### src/lmem_macros.svh
// Local-memory shim constants
// Widths, bank count and pipeline depths shared by packages and RTL

`ifndef LMEM_MACROS_SVH
`define LMEM_MACROS_SVH

// ========================================
// Bank organisation
// ========================================

// Number of independent memory banks
`define LMEM_NUM_BANKS 2

// ========================================
// Avalon-MM field widths
// ========================================

// Word address
`define LMEM_ADDR_W 27
// Data beat, reduced for this shim
`define LMEM_DATA_W 64
// One enable bit per byte lane
`define LMEM_BYTE_W (`LMEM_DATA_W / 8)
// Burst count passes through untouched
`define LMEM_BURST_W 7

// ========================================
// Pipeline depths
// ========================================

`define LMEM_RD_PIPE_DEPTH 2
`define LMEM_RESET_SYNC_LEN 2

`endif

### src/lmem_bus_pkg.sv
// Avalon-MM bus types for the local-memory shim
// Command and read response structs plus the command opcode

`include "lmem_macros.svh"

package lmem_bus_pkg;

   // ========================================
   // Opcode
   // ========================================

   // Replaces the separate read and write strobes
   // Only one of the two may be active at a time on Avalon-MM
   typedef enum logic [1:0]
   {
      OP_IDLE  = 2'd0,
      OP_READ  = 2'd1,
      OP_WRITE = 2'd2
   } avmm_op_e;

   // ========================================
   // Command
   // ========================================

   // One Avalon-MM request as seen by master and slave
   // 2 + 27 + 7 + 64 + 8 = 108 bits
   typedef struct packed
   {
      avmm_op_e                  op;
      // Word address within the bank
      logic [`LMEM_ADDR_W-1:0]   address;
      // Burst length, not split by the shim
      logic [`LMEM_BURST_W-1:0]  burstcount;
      // Write payload, ignored on reads
      logic [`LMEM_DATA_W-1:0]   writedata;
      logic [`LMEM_BYTE_W-1:0]   byteenable;
   } lmem_cmd_t;

   // ========================================
   // Read response
   // ========================================

   // Maps readdatavalid and readdata, 65 bits
   typedef struct packed
   {
      logic                      valid;
      logic [`LMEM_DATA_W-1:0]   readdata;
   } lmem_rsp_t;

endpackage

### src/lmem_ctrl_pkg.sv
// Control types for the local-memory shim
// Bridge slot occupancy and the bank index type

`include "lmem_macros.svh"

package lmem_ctrl_pkg;

   // ========================================
   // Bridge slot state
   // ========================================

   // How many command slots currently hold a request
   // SLOT_ONE means only the output slot is in use
   // SLOT_TWO means the skid slot is in use as well
   typedef enum logic [1:0]
   {
      SLOT_EMPTY = 2'd0,
      SLOT_ONE   = 2'd1,
      SLOT_TWO   = 2'd2
   } slot_state_e;

   // ========================================
   // Bank index
   // ========================================

   // At least one bit, even for a single bank
   localparam int BANK_IDX_W =
      ($clog2(`LMEM_NUM_BANKS) > 0) ? $clog2(`LMEM_NUM_BANKS) : 1;

   // Selects one bank of the packed port arrays
   typedef logic [BANK_IDX_W-1:0] bank_idx_t;

endpackage

### src/lmem_reset_pipe.sv
// Per-bank reset pipeline
// Synchronizer chain followed by a fanout register that drives the bank reset

`include "lmem_macros.svh"

module lmem_reset_pipe
(
   input  logic Clk_100,
   input  logic reset,
   output logic bank_reset
);

   // ========================================
   // Synchronizer chain
   // ========================================

   localparam int SYNC_LEN = `LMEM_RESET_SYNC_LEN;

   // Bit 0 is the first stage, the top bit feeds the fanout register
   logic [SYNC_LEN-1:0] sync_q;

   // Global reset sets every stage at once
   // Afterwards zeros ripple in from the bottom, one stage per cycle
   // Total release latency is SYNC_LEN stages plus the fanout register
   always_ff @(posedge Clk_100)
   begin
      if (reset)
      begin
         sync_q     <= '1;
         // Fanout register is set too, so the bank reset
         // rises together with the global reset
         bank_reset <= 1'b1;
      end
      else
      begin
         sync_q     <= sync_q << 1;
         // Dedicated register, kept per bank so placement
         // can put the high-fanout net close to its bridge
         bank_reset <= sync_q[SYNC_LEN-1];
      end
   end

endmodule

### src/lmem_avmm_bridge.sv
// Pipelined Avalon-MM bridge for one memory bank
// Two-slot registered command path and a fixed-depth read-data pipe

`include "lmem_macros.svh"

module lmem_avmm_bridge
   import lmem_bus_pkg::*;
   import lmem_ctrl_pkg::*;
(
   input  logic      Clk_100,
   input  logic      bank_reset,
   // Region side
   input  lmem_cmd_t s_cmd,
   output logic      s_waitrequest,
   output lmem_rsp_t s_rsp,
   // Memory side
   output lmem_cmd_t m_cmd,
   input  logic      m_waitrequest,
   input  lmem_rsp_t m_rsp
);

   localparam int RD_DEPTH = `LMEM_RD_PIPE_DEPTH;

   // ========================================
   // Command slots
   // ========================================

   slot_state_e state_q;
   slot_state_e state_d;

   // Output slot drives m_cmd, skid slot catches one extra command
   lmem_cmd_t out_slot;
   lmem_cmd_t skid_slot;

   logic s_accept;
   logic m_accept;

   // Slot load controls
   logic load_out_s;
   logic load_out_skid;
   logic load_skid;

   // Handshakes on both sides
   assign s_accept = (s_cmd.op != OP_IDLE) && !s_waitrequest;
   assign m_accept = (state_q != SLOT_EMPTY) && !m_waitrequest;

   // Slot occupancy and load selection
   always_comb
   begin
      state_d       = state_q;
      load_out_s    = 1'b0;
      load_out_skid = 1'b0;
      load_skid     = 1'b0;
      case (state_q)
         SLOT_EMPTY:
         begin
            if (s_accept)
            begin
               load_out_s = 1'b1;
               state_d    = SLOT_ONE;
            end
         end
         SLOT_ONE:
         begin
            if (m_accept && s_accept)
            begin
               // Output slot is replaced in the same cycle it drains
               load_out_s = 1'b1;
            end
            else if (m_accept)
            begin
               state_d = SLOT_EMPTY;
            end
            else if (s_accept)
            begin
               // Memory stalled, park the new command in the skid slot
               load_skid = 1'b1;
               state_d   = SLOT_TWO;
            end
         end
         SLOT_TWO:
         begin
            // s_waitrequest is high here, only the memory side moves
            if (m_accept)
            begin
               load_out_skid = 1'b1;
               state_d       = SLOT_ONE;
            end
         end
         default:
         begin
            state_d = SLOT_EMPTY;
         end
      endcase
   end

   // Slot payload
   always_ff @(posedge Clk_100)
   begin
      if (load_out_s)
         out_slot <= s_cmd;
      else if (load_out_skid)
         out_slot <= skid_slot;
      if (load_skid)
         skid_slot <= s_cmd;
   end

   // Occupancy and waitrequest
   // Waitrequest looks at the next state, so it is high exactly when
   // both slots are full after this edge
   always_ff @(posedge Clk_100)
   begin
      if (bank_reset)
      begin
         state_q       <= SLOT_EMPTY;
         s_waitrequest <= 1'b1;
      end
      else
      begin
         state_q       <= state_d;
         s_waitrequest <= (state_d == SLOT_TWO);
      end
   end

   // Memory sees the output slot, idle when nothing is held
   always_comb
   begin
      m_cmd = out_slot;
      if (state_q == SLOT_EMPTY)
         m_cmd.op = OP_IDLE;
   end

   // ========================================
   // Read-data pipe
   // ========================================

   // Plain shift register, so latency is fixed and ignores back-pressure
   lmem_rsp_t rsp_pipe [RD_DEPTH];

   always_ff @(posedge Clk_100)
   begin
      rsp_pipe[0] <= m_rsp;
      for (int i = 1; i < RD_DEPTH; i++)
         rsp_pipe[i] <= rsp_pipe[i-1];
      // Only the valid bits are cleared, data follows freely
      if (bank_reset)
      begin
         for (int i = 0; i < RD_DEPTH; i++)
            rsp_pipe[i].valid <= 1'b0;
      end
   end

   // Last stage back to the region
   assign s_rsp = rsp_pipe[RD_DEPTH-1];

endmodule

### src/lmem_shim_top.sv
// Multi-bank local-memory shim
// One reset pipe and one Avalon-MM bridge per bank, all on Clk_100

`include "lmem_macros.svh"

module lmem_shim_top
   import lmem_bus_pkg::*;
   import lmem_ctrl_pkg::*;
(
   input  logic                                   Clk_100,
   input  logic                                   reset,
   // Region side, one entry per bank
   input  lmem_cmd_t [`LMEM_NUM_BANKS-1:0]        s_cmd,
   output logic      [`LMEM_NUM_BANKS-1:0]        s_waitrequest,
   output lmem_rsp_t [`LMEM_NUM_BANKS-1:0]        s_rsp,
   // Memory side, one entry per bank
   output lmem_cmd_t [`LMEM_NUM_BANKS-1:0]        m_cmd,
   input  logic      [`LMEM_NUM_BANKS-1:0]        m_waitrequest,
   input  lmem_rsp_t [`LMEM_NUM_BANKS-1:0]        m_rsp
);

   // Local reset of each bank
   logic [`LMEM_NUM_BANKS-1:0] bank_reset;

   // ========================================
   // Per-bank pipelines
   // ========================================

   // Banks share nothing but the clock and the global reset
   genvar b;
   generate
      for (b = 0; b < `LMEM_NUM_BANKS; b++)
      begin : g_bank
         localparam bank_idx_t BANK = bank_idx_t'(b);

         // Bank reset, released three cycles after the global reset
         lmem_reset_pipe i_reset_pipe
         (
            .Clk_100    (Clk_100),
            .reset      (reset),
            .bank_reset (bank_reset[BANK])
         );

         // Registered command path and read-data pipe
         lmem_avmm_bridge i_bridge
         (
            .Clk_100       (Clk_100),
            .bank_reset    (bank_reset[BANK]),
            .s_cmd         (s_cmd[BANK]),
            .s_waitrequest (s_waitrequest[BANK]),
            .s_rsp         (s_rsp[BANK]),
            .m_cmd         (m_cmd[BANK]),
            .m_waitrequest (m_waitrequest[BANK]),
            .m_rsp         (m_rsp[BANK])
         );
      end
   endgenerate

endmodule

### config.mk
export PLATFORM = sky130hd
export DESIGN_NAME = lmem_shim_top
export DESIGN_NICKNAME = d
export VERILOG_FILES = /design/src/lmem_bus_pkg.sv /design/src/lmem_ctrl_pkg.sv /design/src/lmem_reset_pipe.sv /design/src/lmem_avmm_bridge.sv /design/src/lmem_shim_top.sv
export VERILOG_INCLUDE_DIRS = /design/src /design/src/src
export SDC_FILE = /design/constraint.sdc
export NUM_CORES = 1
export LEC_CHECK = 0
export BUFFER_PORTS_ARGS = -buffer_cell sky130_fd_sc_hd__buf_4
export CORE_AREA = 5 5 266 268
export DETAILED_ROUTE_END_ITERATION = 10
export DIE_AREA = 0 0 271 273
export PLACE_DENSITY = 0.54
export SYNTH_ARGS = -nofsm -noshare
export SYNTH_HDL_FRONTEND = slang
export SYNTH_SLANG_ARGS = --single-unit
### constraint.sdc
create_clock -name Clk_100 -period 10.2 [get_ports Clk_100]
set_clock_uncertainty 0.05 [all_clocks]
set_input_delay 1.02 -clock Clk_100 [delete_from_list [all_inputs] [get_ports Clk_100]]
set_output_delay 1.02 -clock Clk_100 [all_outputs]
set_load 0.1 [all_outputs]
==> metrics.txt, run 1 <==
Netlist Area Pre-Place 23900 sq um; Iter 0 DRT Violations 542; final net count 2093; routed vias/inst 4.27; fin crit share 33.0%; CP peak stage delay 700 ps; worst reg-to-reg path cell count 5; post-DP HPWL 41.9 mm; WL per Instance 21.4 um; Final ANT Viol Nets 0; GRT Total Usage 14.7%; htree depth 3; CTS root buf clkbuf_16; commonest non-fill, non-tap cell in the layout buf_4; Placement Setup Slack 6200 ps; CTS Buf Count 76; fmax 0.297 GHz; Distinct cells, synth 31; total grt overflow 0; RR Startpoint g_bank[0].i_bridge.s_waitrequest$_SDFF_PP1_; crit end category flip-flop; die area 74000 sq um; Post-Syn Instances 1329; R2R setup slack 6960 ps; via count 11484; largest net degree at the start of global routing 78; die width 271 um; antenna violations before repair 12; worst path required time 10370 ps; Slew headroom 24.9%; Setup crit start s_cmd[107]; P per Cell Area 214 nW/um^2; Crit Path Class input pin to flip-flop; Worst-Skew Late Latency 600 ps; reg2reg end g_bank[0].i_bridge.m_cmd[40]$_DFFE_PP_; syn nets 1679; Final WS setup 6840 ps; layout cells sized above 1 58.0%; critical path arrival 3540 ps; Core Footprint 68100 sq um; final hold vios 0; number of port buffers 697; 1st-pass router iterations 6; Avg Cell Area, Syn 18.0 sq um; RSZ-0062 raised after global routing no; run status completed; Pins Over Slew Limit 0; IO Count 698; total wire length 57.7 mm; CP most frequent cell buf_4; Post-Route Setup TNS 0 ps; most frequent cells in the layout buf_4 (705), edfxtp_1 (432), dfxtp_1 (269); critical path's slowest cell a21o_4; fin crit period 3360 ps; CTS tree yes; Worst-path clk slew 60 ps; vias in the first global route 12249; cells along the critical path buf_4 -> o21bai_1 -> a211oi_4 -> buf_4 -> a21o_4 -> buf_4; # setup viols final 0; first-pass GRT wire length 81.4 mm; synth warn 0; FILL cells 6103; Starting Density 35.1%; Peak VDD IR 0.000153 V; cts hold-fix bufs 0; gp weighted congestion 0.786; DP Cell Count 2547; fin cells 2691; post-layout util 44.1%; Clock Path Buffers 3; Max Cap Viol 0; number of synthesized register bits 701; clock sink count 701; post-CTS resize count 0; Worst-Margin Slew 1130 ps; total setup buffers inserted after CTS 0; worst min path class flip-flop to flip-flop; Worst setup SP type input pin; num rows 96; LEAKAGE 11.9 nW; maximum fanout along the worst path 62; Synth-to-Final Area Change 26.0%; Die Ht 273 um; crit path capture g_bank[0].i_bridge.m_cmd[40]$_DFFE_PP_; register area share after synthesis 76.9%; post-route DRC violation count 0
-- area by class of cell --
class	count	area, sq um	area share, %
sequential	701	18400	61.1
timing repair buffer	705	5290	17.6
multi-input combinational	257	2810	9.35
clock buffer	106	2180	7.24
tap	882	1100	3.67
clock inverter	35	310	1.03
inverter	2	7.51	0.0250
antenna	3	7.51	0.0250
-- logic make-up after synthesis --
kind of cell	count (synthesis)	share of synthesized area, %
muxes	216	10.5
AOI/OAI and AO/OA	13	0.409
DFF	701	76.9
and+or+nand+nor	28	0.702
buffers and inverters	371	11.5
-- stage by stage --
step / hold slack, ps / power (W) / area (sq um)
floorplan: 260 / 0.00365 / 23900
global placement: 260 / 0.00380 / 27600
detailed placement: 262 / 0.00381 / 27600
finish: 269 / 0.00643 / 30100
CTS: 271 / 0.00653 / 30100
global route: 277 / 0.00666 / 30100
-- worst min-delay path by stage --
stage | from | end | depth (start not counted) | slack [ps]
after global routing | g_bank[1].i_bridge.rsp_pipe[0][40]$_DFF_P_ | g_bank[1].i_bridge.rsp_pipe[0][105]$_DFF_P_ | 0 | 280
after floorplan | g_bank[0].i_bridge.rsp_pipe[0][35]$_DFF_P_ | g_bank[0].i_bridge.rsp_pipe[0][100]$_DFF_P_ | 0 | 260
after CTS | g_bank[0].i_bridge.rsp_pipe[0][6]$_DFF_P_ | g_bank[0].i_bridge.rsp_pipe[0][71]$_DFF_P_ | 0 | 270
final | g_bank[1].i_bridge.rsp_pipe[0][12]$_DFF_P_ | g_bank[1].i_bridge.rsp_pipe[0][77]$_DFF_P_ | 0 | 270
after detailed placement | g_bank[0].i_bridge.rsp_pipe[0][43]$_DFF_P_ | g_bank[0].i_bridge.rsp_pipe[0][108]$_DFF_P_ | 0 | 260
after global placement | g_bank[0].i_bridge.rsp_pipe[0][37]$_DFF_P_ | g_bank[0].i_bridge.rsp_pipe[0][102]$_DFF_P_ | 0 | 260
-- power breakdown --
group | total, W | switching (W) | internal (W)
sequential | 0.00311 | 0.0000225 | 0.00308
clock | 0.00269 | 0.00112 | 0.00156
combinational | 0.000634 | 0.000461 | 0.000173
total | 0.00643 | 0.00161 | 0.00482
-- registers in the layout (all words and copies together), names as in the netlist --
register	cells
g_bank.i_bridge.state_q	4
g_bank.i_bridge.out_slot	4
g_bank.i_bridge.rsp_pipe	260
g_bank.i_reset_pipe.bank_reset	1
g_bank.i_bridge.s_waitrequest	2
g_bank.i_reset_pipe.sync_q	2
g_bank.i_bridge.m_cmd	212
g_bank.i_bridge.skid_slot	216
-- metal layers --
layer	share of wire [%]	global-route usage, %	routed length (um)
met1	36	16.0	20900
met5	0.11	0	62
met4	2.8	5.66	1600
met3	7.1	4.53	4080
met2	54	26.7	31100
-- critical path: cells and delay by family --
| kind | cells | cell delay (ps) |
|---|---|---|
| buffers and inverters | 3 | 1320 |
| AO/OA/AOI/OAI | 3 | 1080 |
-- cell usage after synthesis (all sizes together) --
library cell  instances  area share [%]
a211o                 1           0.037
nand3                 1           0.021
nor3b                 1           0.031
inv                   2           0.031
nor2b                11            0.29
o21bai                2           0.063
o31a                  1           0.037
a22oi                 1           0.031
mux2                216              11
nand2                 2           0.031
buf                 368              11
a21o                  1           0.031
edfxtp              432              54
or2                   2           0.052
o211a                 1           0.042
dfxtp               269              23
and3                  1           0.026
a211oi                1           0.031
a21oi                 1           0.021
o21ba                 1           0.042
nor2                  3           0.047
nor3                  2           0.042
or3b                  3            0.11
a31oi                 2           0.052
or3                   2           0.052
o21ai                 1           0.021
clkbuf                1           0.016
(Power assumes the default switching activity.)
==> inputs of run 2 (changes only) <==
--- a/config.mk
+++ b/config.mk
@@ -10,7 +10,7 @@
 export CORE_AREA = 5 5 266 268
 export DETAILED_ROUTE_END_ITERATION = 10
 export DIE_AREA = 0 0 271 273
-export PLACE_DENSITY = 0.54
+export PLACE_DENSITY = 0.56
 export SYNTH_ARGS = -nofsm -noshare
 export SYNTH_HDL_FRONTEND = slang
 export SYNTH_SLANG_ARGS = --single-unit
==> constraint.sdc (replaced) <==
create_clock -name Clk_100 -period 2.8 [get_ports Clk_100]
set_clock_uncertainty 0.05 [all_clocks]
set_input_delay 0.28 -clock Clk_100 [delete_from_list [all_inputs] [get_ports Clk_100]]
set_output_delay 0.28 -clock Clk_100 [all_outputs]
set_load 0.1 [all_outputs]
==> run 2 against run 1 <==
Compared with the run above: total power grew to 3.7 times the previous value; clock-buffer cell count shrank 3; final area grew 12%; combinational power increased to 4.4 times the previous value; hold slack better by 1.6 ps; via count rose by 12%; die area unchanged; sequential cell count did not move; first-iteration DRC count rose by 3.0%.
==> metrics.txt, run 2 (synthesis results as in run 1) <==
run status completed; worst path required time 3080 ps (-7290 ps); htree depth 3 (unchanged); post-DP HPWL 41.3 mm (-1.4%); WHS 271 ps (+1.57 ps); critical path's slowest cell a211oi_4; first-pass GRT wire length 86.5 mm (+6.3%); cts hold-fix bufs 349 (+349); Pins Over Slew Limit 0 (unchanged); total grt overflow 0 (unchanged); CTS tree yes; DP Cell Count 2561 (+0.55%); antenna violations before repair 4 (-8); 1st-pass router iterations 4 (-2); max FFs per register 260 (unchanged); Slew headroom 54.2% (+29 points); CP top delay family compound AO/OA/AOI/OAI gates; buffers plus inverters on the worst setup path 2 (-1); Iter 0 DRT Violations 558 (+3.0%); clock sink count 701 (unchanged); Worst-Margin Slew 686 ps (-441 ps); P per Cell Area 703 nW/um^2 (+230%); CP peak stage delay 480 ps (-220 ps); Die Ht 273 um (unchanged); Worst-Skew Late Latency 600 ps (about the same); CTS root buf clkbuf_16; Biggest register g_bank.i_bridge.rsp_pipe; final net count 2454 (+17%); Clock Path Buffers 3 (unchanged); Multi-input gate area 2830 sq um (+0.71%); WL per Instance 19.5 um (-9.1%); Worst setup SP type flip-flop; GRT Total Usage 15.2% (+0.54 points); register area 18400 sq um (about the same); RSZ-0062 raised after global routing no; post-route DRC violation count 0 (unchanged); CTS Buf Count 74 (-2.6%); critical path arrival 2550 ps (-990 ps); most frequent cells in the layout buf_4 (704), edfxtp_1 (432), dlygate4sd3_1 (349); final hold vios 0 (unchanged); # setup viols final 0 (unchanged); R2R setup slack 530 ps (-6430 ps); Final ANT Viol Nets 0 (unchanged); Crit Path Class flip-flop to flip-flop; gp weighted congestion 0.779 (-0.95%); commonest non-fill, non-tap cell in the layout buf_4; IO Count 698 (unchanged); num rows 96 (unchanged); cells along the critical path o21bai_1 -> a211oi_4 -> buf_12 -> buf_4 -> mux2_2; post-CTS resize count 0 (unchanged); fin crit share 80.9%; number of port buffers 697 (unchanged); crit end category flip-flop; fin cells 3046 (+13%); Core Footprint 68100 sq um (unchanged); Peak VDD IR 0.000545 V (+260%); via count 12879 (+12%); Worst-path clk slew 60 ps (about the same); LEAKAGE 13.4 nW (+13%); maximum fanout along the worst path 27 (-56%); total setup buffers inserted after CTS 0 (unchanged); fmax 0.441 GHz; routed vias/inst 4.23 (-0.92%); FILL cells 5609 (-8.1%); vias in the first global route 14213 (+16%); Max Cap Viol 0 (unchanged); die width 271 um (unchanged); Synth-to-Final Area Change 41.7%; fin crit period 2270 ps; layout cells sized above 1 49.1% (-8.9 points); Starting Density 35.1% (unchanged); total wire length 59.4 mm (+2.9%); die area 74000 sq um (unchanged); largest net degree at the start of global routing 104 (+33%); worst min path class flip-flop to flip-flop; Placement Setup Slack 494 ps (-5700 ps); Final WS setup 534 ps (-6300 ps)
## run 2: changes by cell type in the layout (fill, tap and decap cells not counted), sizes merged
cell / before / now
clkbuf: 106 / 103
dlygate4sd3: 0 / 349
buf: 705 / 719
diode: 3 / 2
bufinv: 2 / 3
clkinv: 25 / 18
inv: 9 / 7
clkinvlp: 1 / 5
## run 2: through the flow
stage	area, sq um	setup TNS, ps	power [W]	utilization [%]
2_1_floorplan	23900	-80570	0.0133	-
3_3_place_gp	27900	0	0.0139	40.9
3_5_place_dp	27900	0	0.0139	40.9
4_1_cts	33800	0	0.0241	49.6
5_1_grt	33800	0	0.0246	49.6
6_report	33800	0	0.0238	49.7
## run 2: where the power goes
group / total, W / switching [W] / leakage (nW) / internal, W
registers: 0.0113 / 0.0000924 / 6.19 / 0.0112
logic: 0.00278 / 0.00180 / 6.04 / 0.000977
clock network: 0.00967 / 0.00403 / 1.18 / 0.00564
total: 0.0238 / 0.00592 / 13.4 / 0.0179
## run 2: layout make-up
class	count	area share [%]
Sequential cell	701	54.3
Timing Repair Buffer	1068	26.8
Multi-Input combinational cell	257	8.38
Clock buffer	103	6.28
Tap cell	882	3.26
Clock inverter	31	0.910
Inverter	2	0.0222
Antenna cell	2	0.0148
## run 2: worst paths after layout
check | startpoint | to | cells past startpoint
min reg2reg | g_bank[1].i_bridge.rsp_pipe[0][10]$_DFF_P_ | g_bank[1].i_bridge.rsp_pipe[0][75]$_DFF_P_ | 0
max | g_bank[0].i_bridge.s_waitrequest$_SDFF_PP1_ | g_bank[0].i_bridge.m_cmd[59]$_DFFE_PP_ | 5
max reg2reg | g_bank[0].i_bridge.s_waitrequest$_SDFF_PP1_ | g_bank[0].i_bridge.m_cmd[59]$_DFFE_PP_ | 5
min | g_bank[1].i_bridge.rsp_pipe[0][10]$_DFF_P_ | g_bank[1].i_bridge.rsp_pipe[0][75]$_DFF_P_ | 0
## run 2: per-layer routing
layer / global-route usage, % / up-vias / part of all wire (%)
met5: 0 / - / 0.022
met4: 6.98 / 2 / 4.0
met3: 4.30 / 112 / 6.8
met2: 27.5 / 499 / 53
met1: 16.5 / 6308 / 36
li1: - / 5958 / -
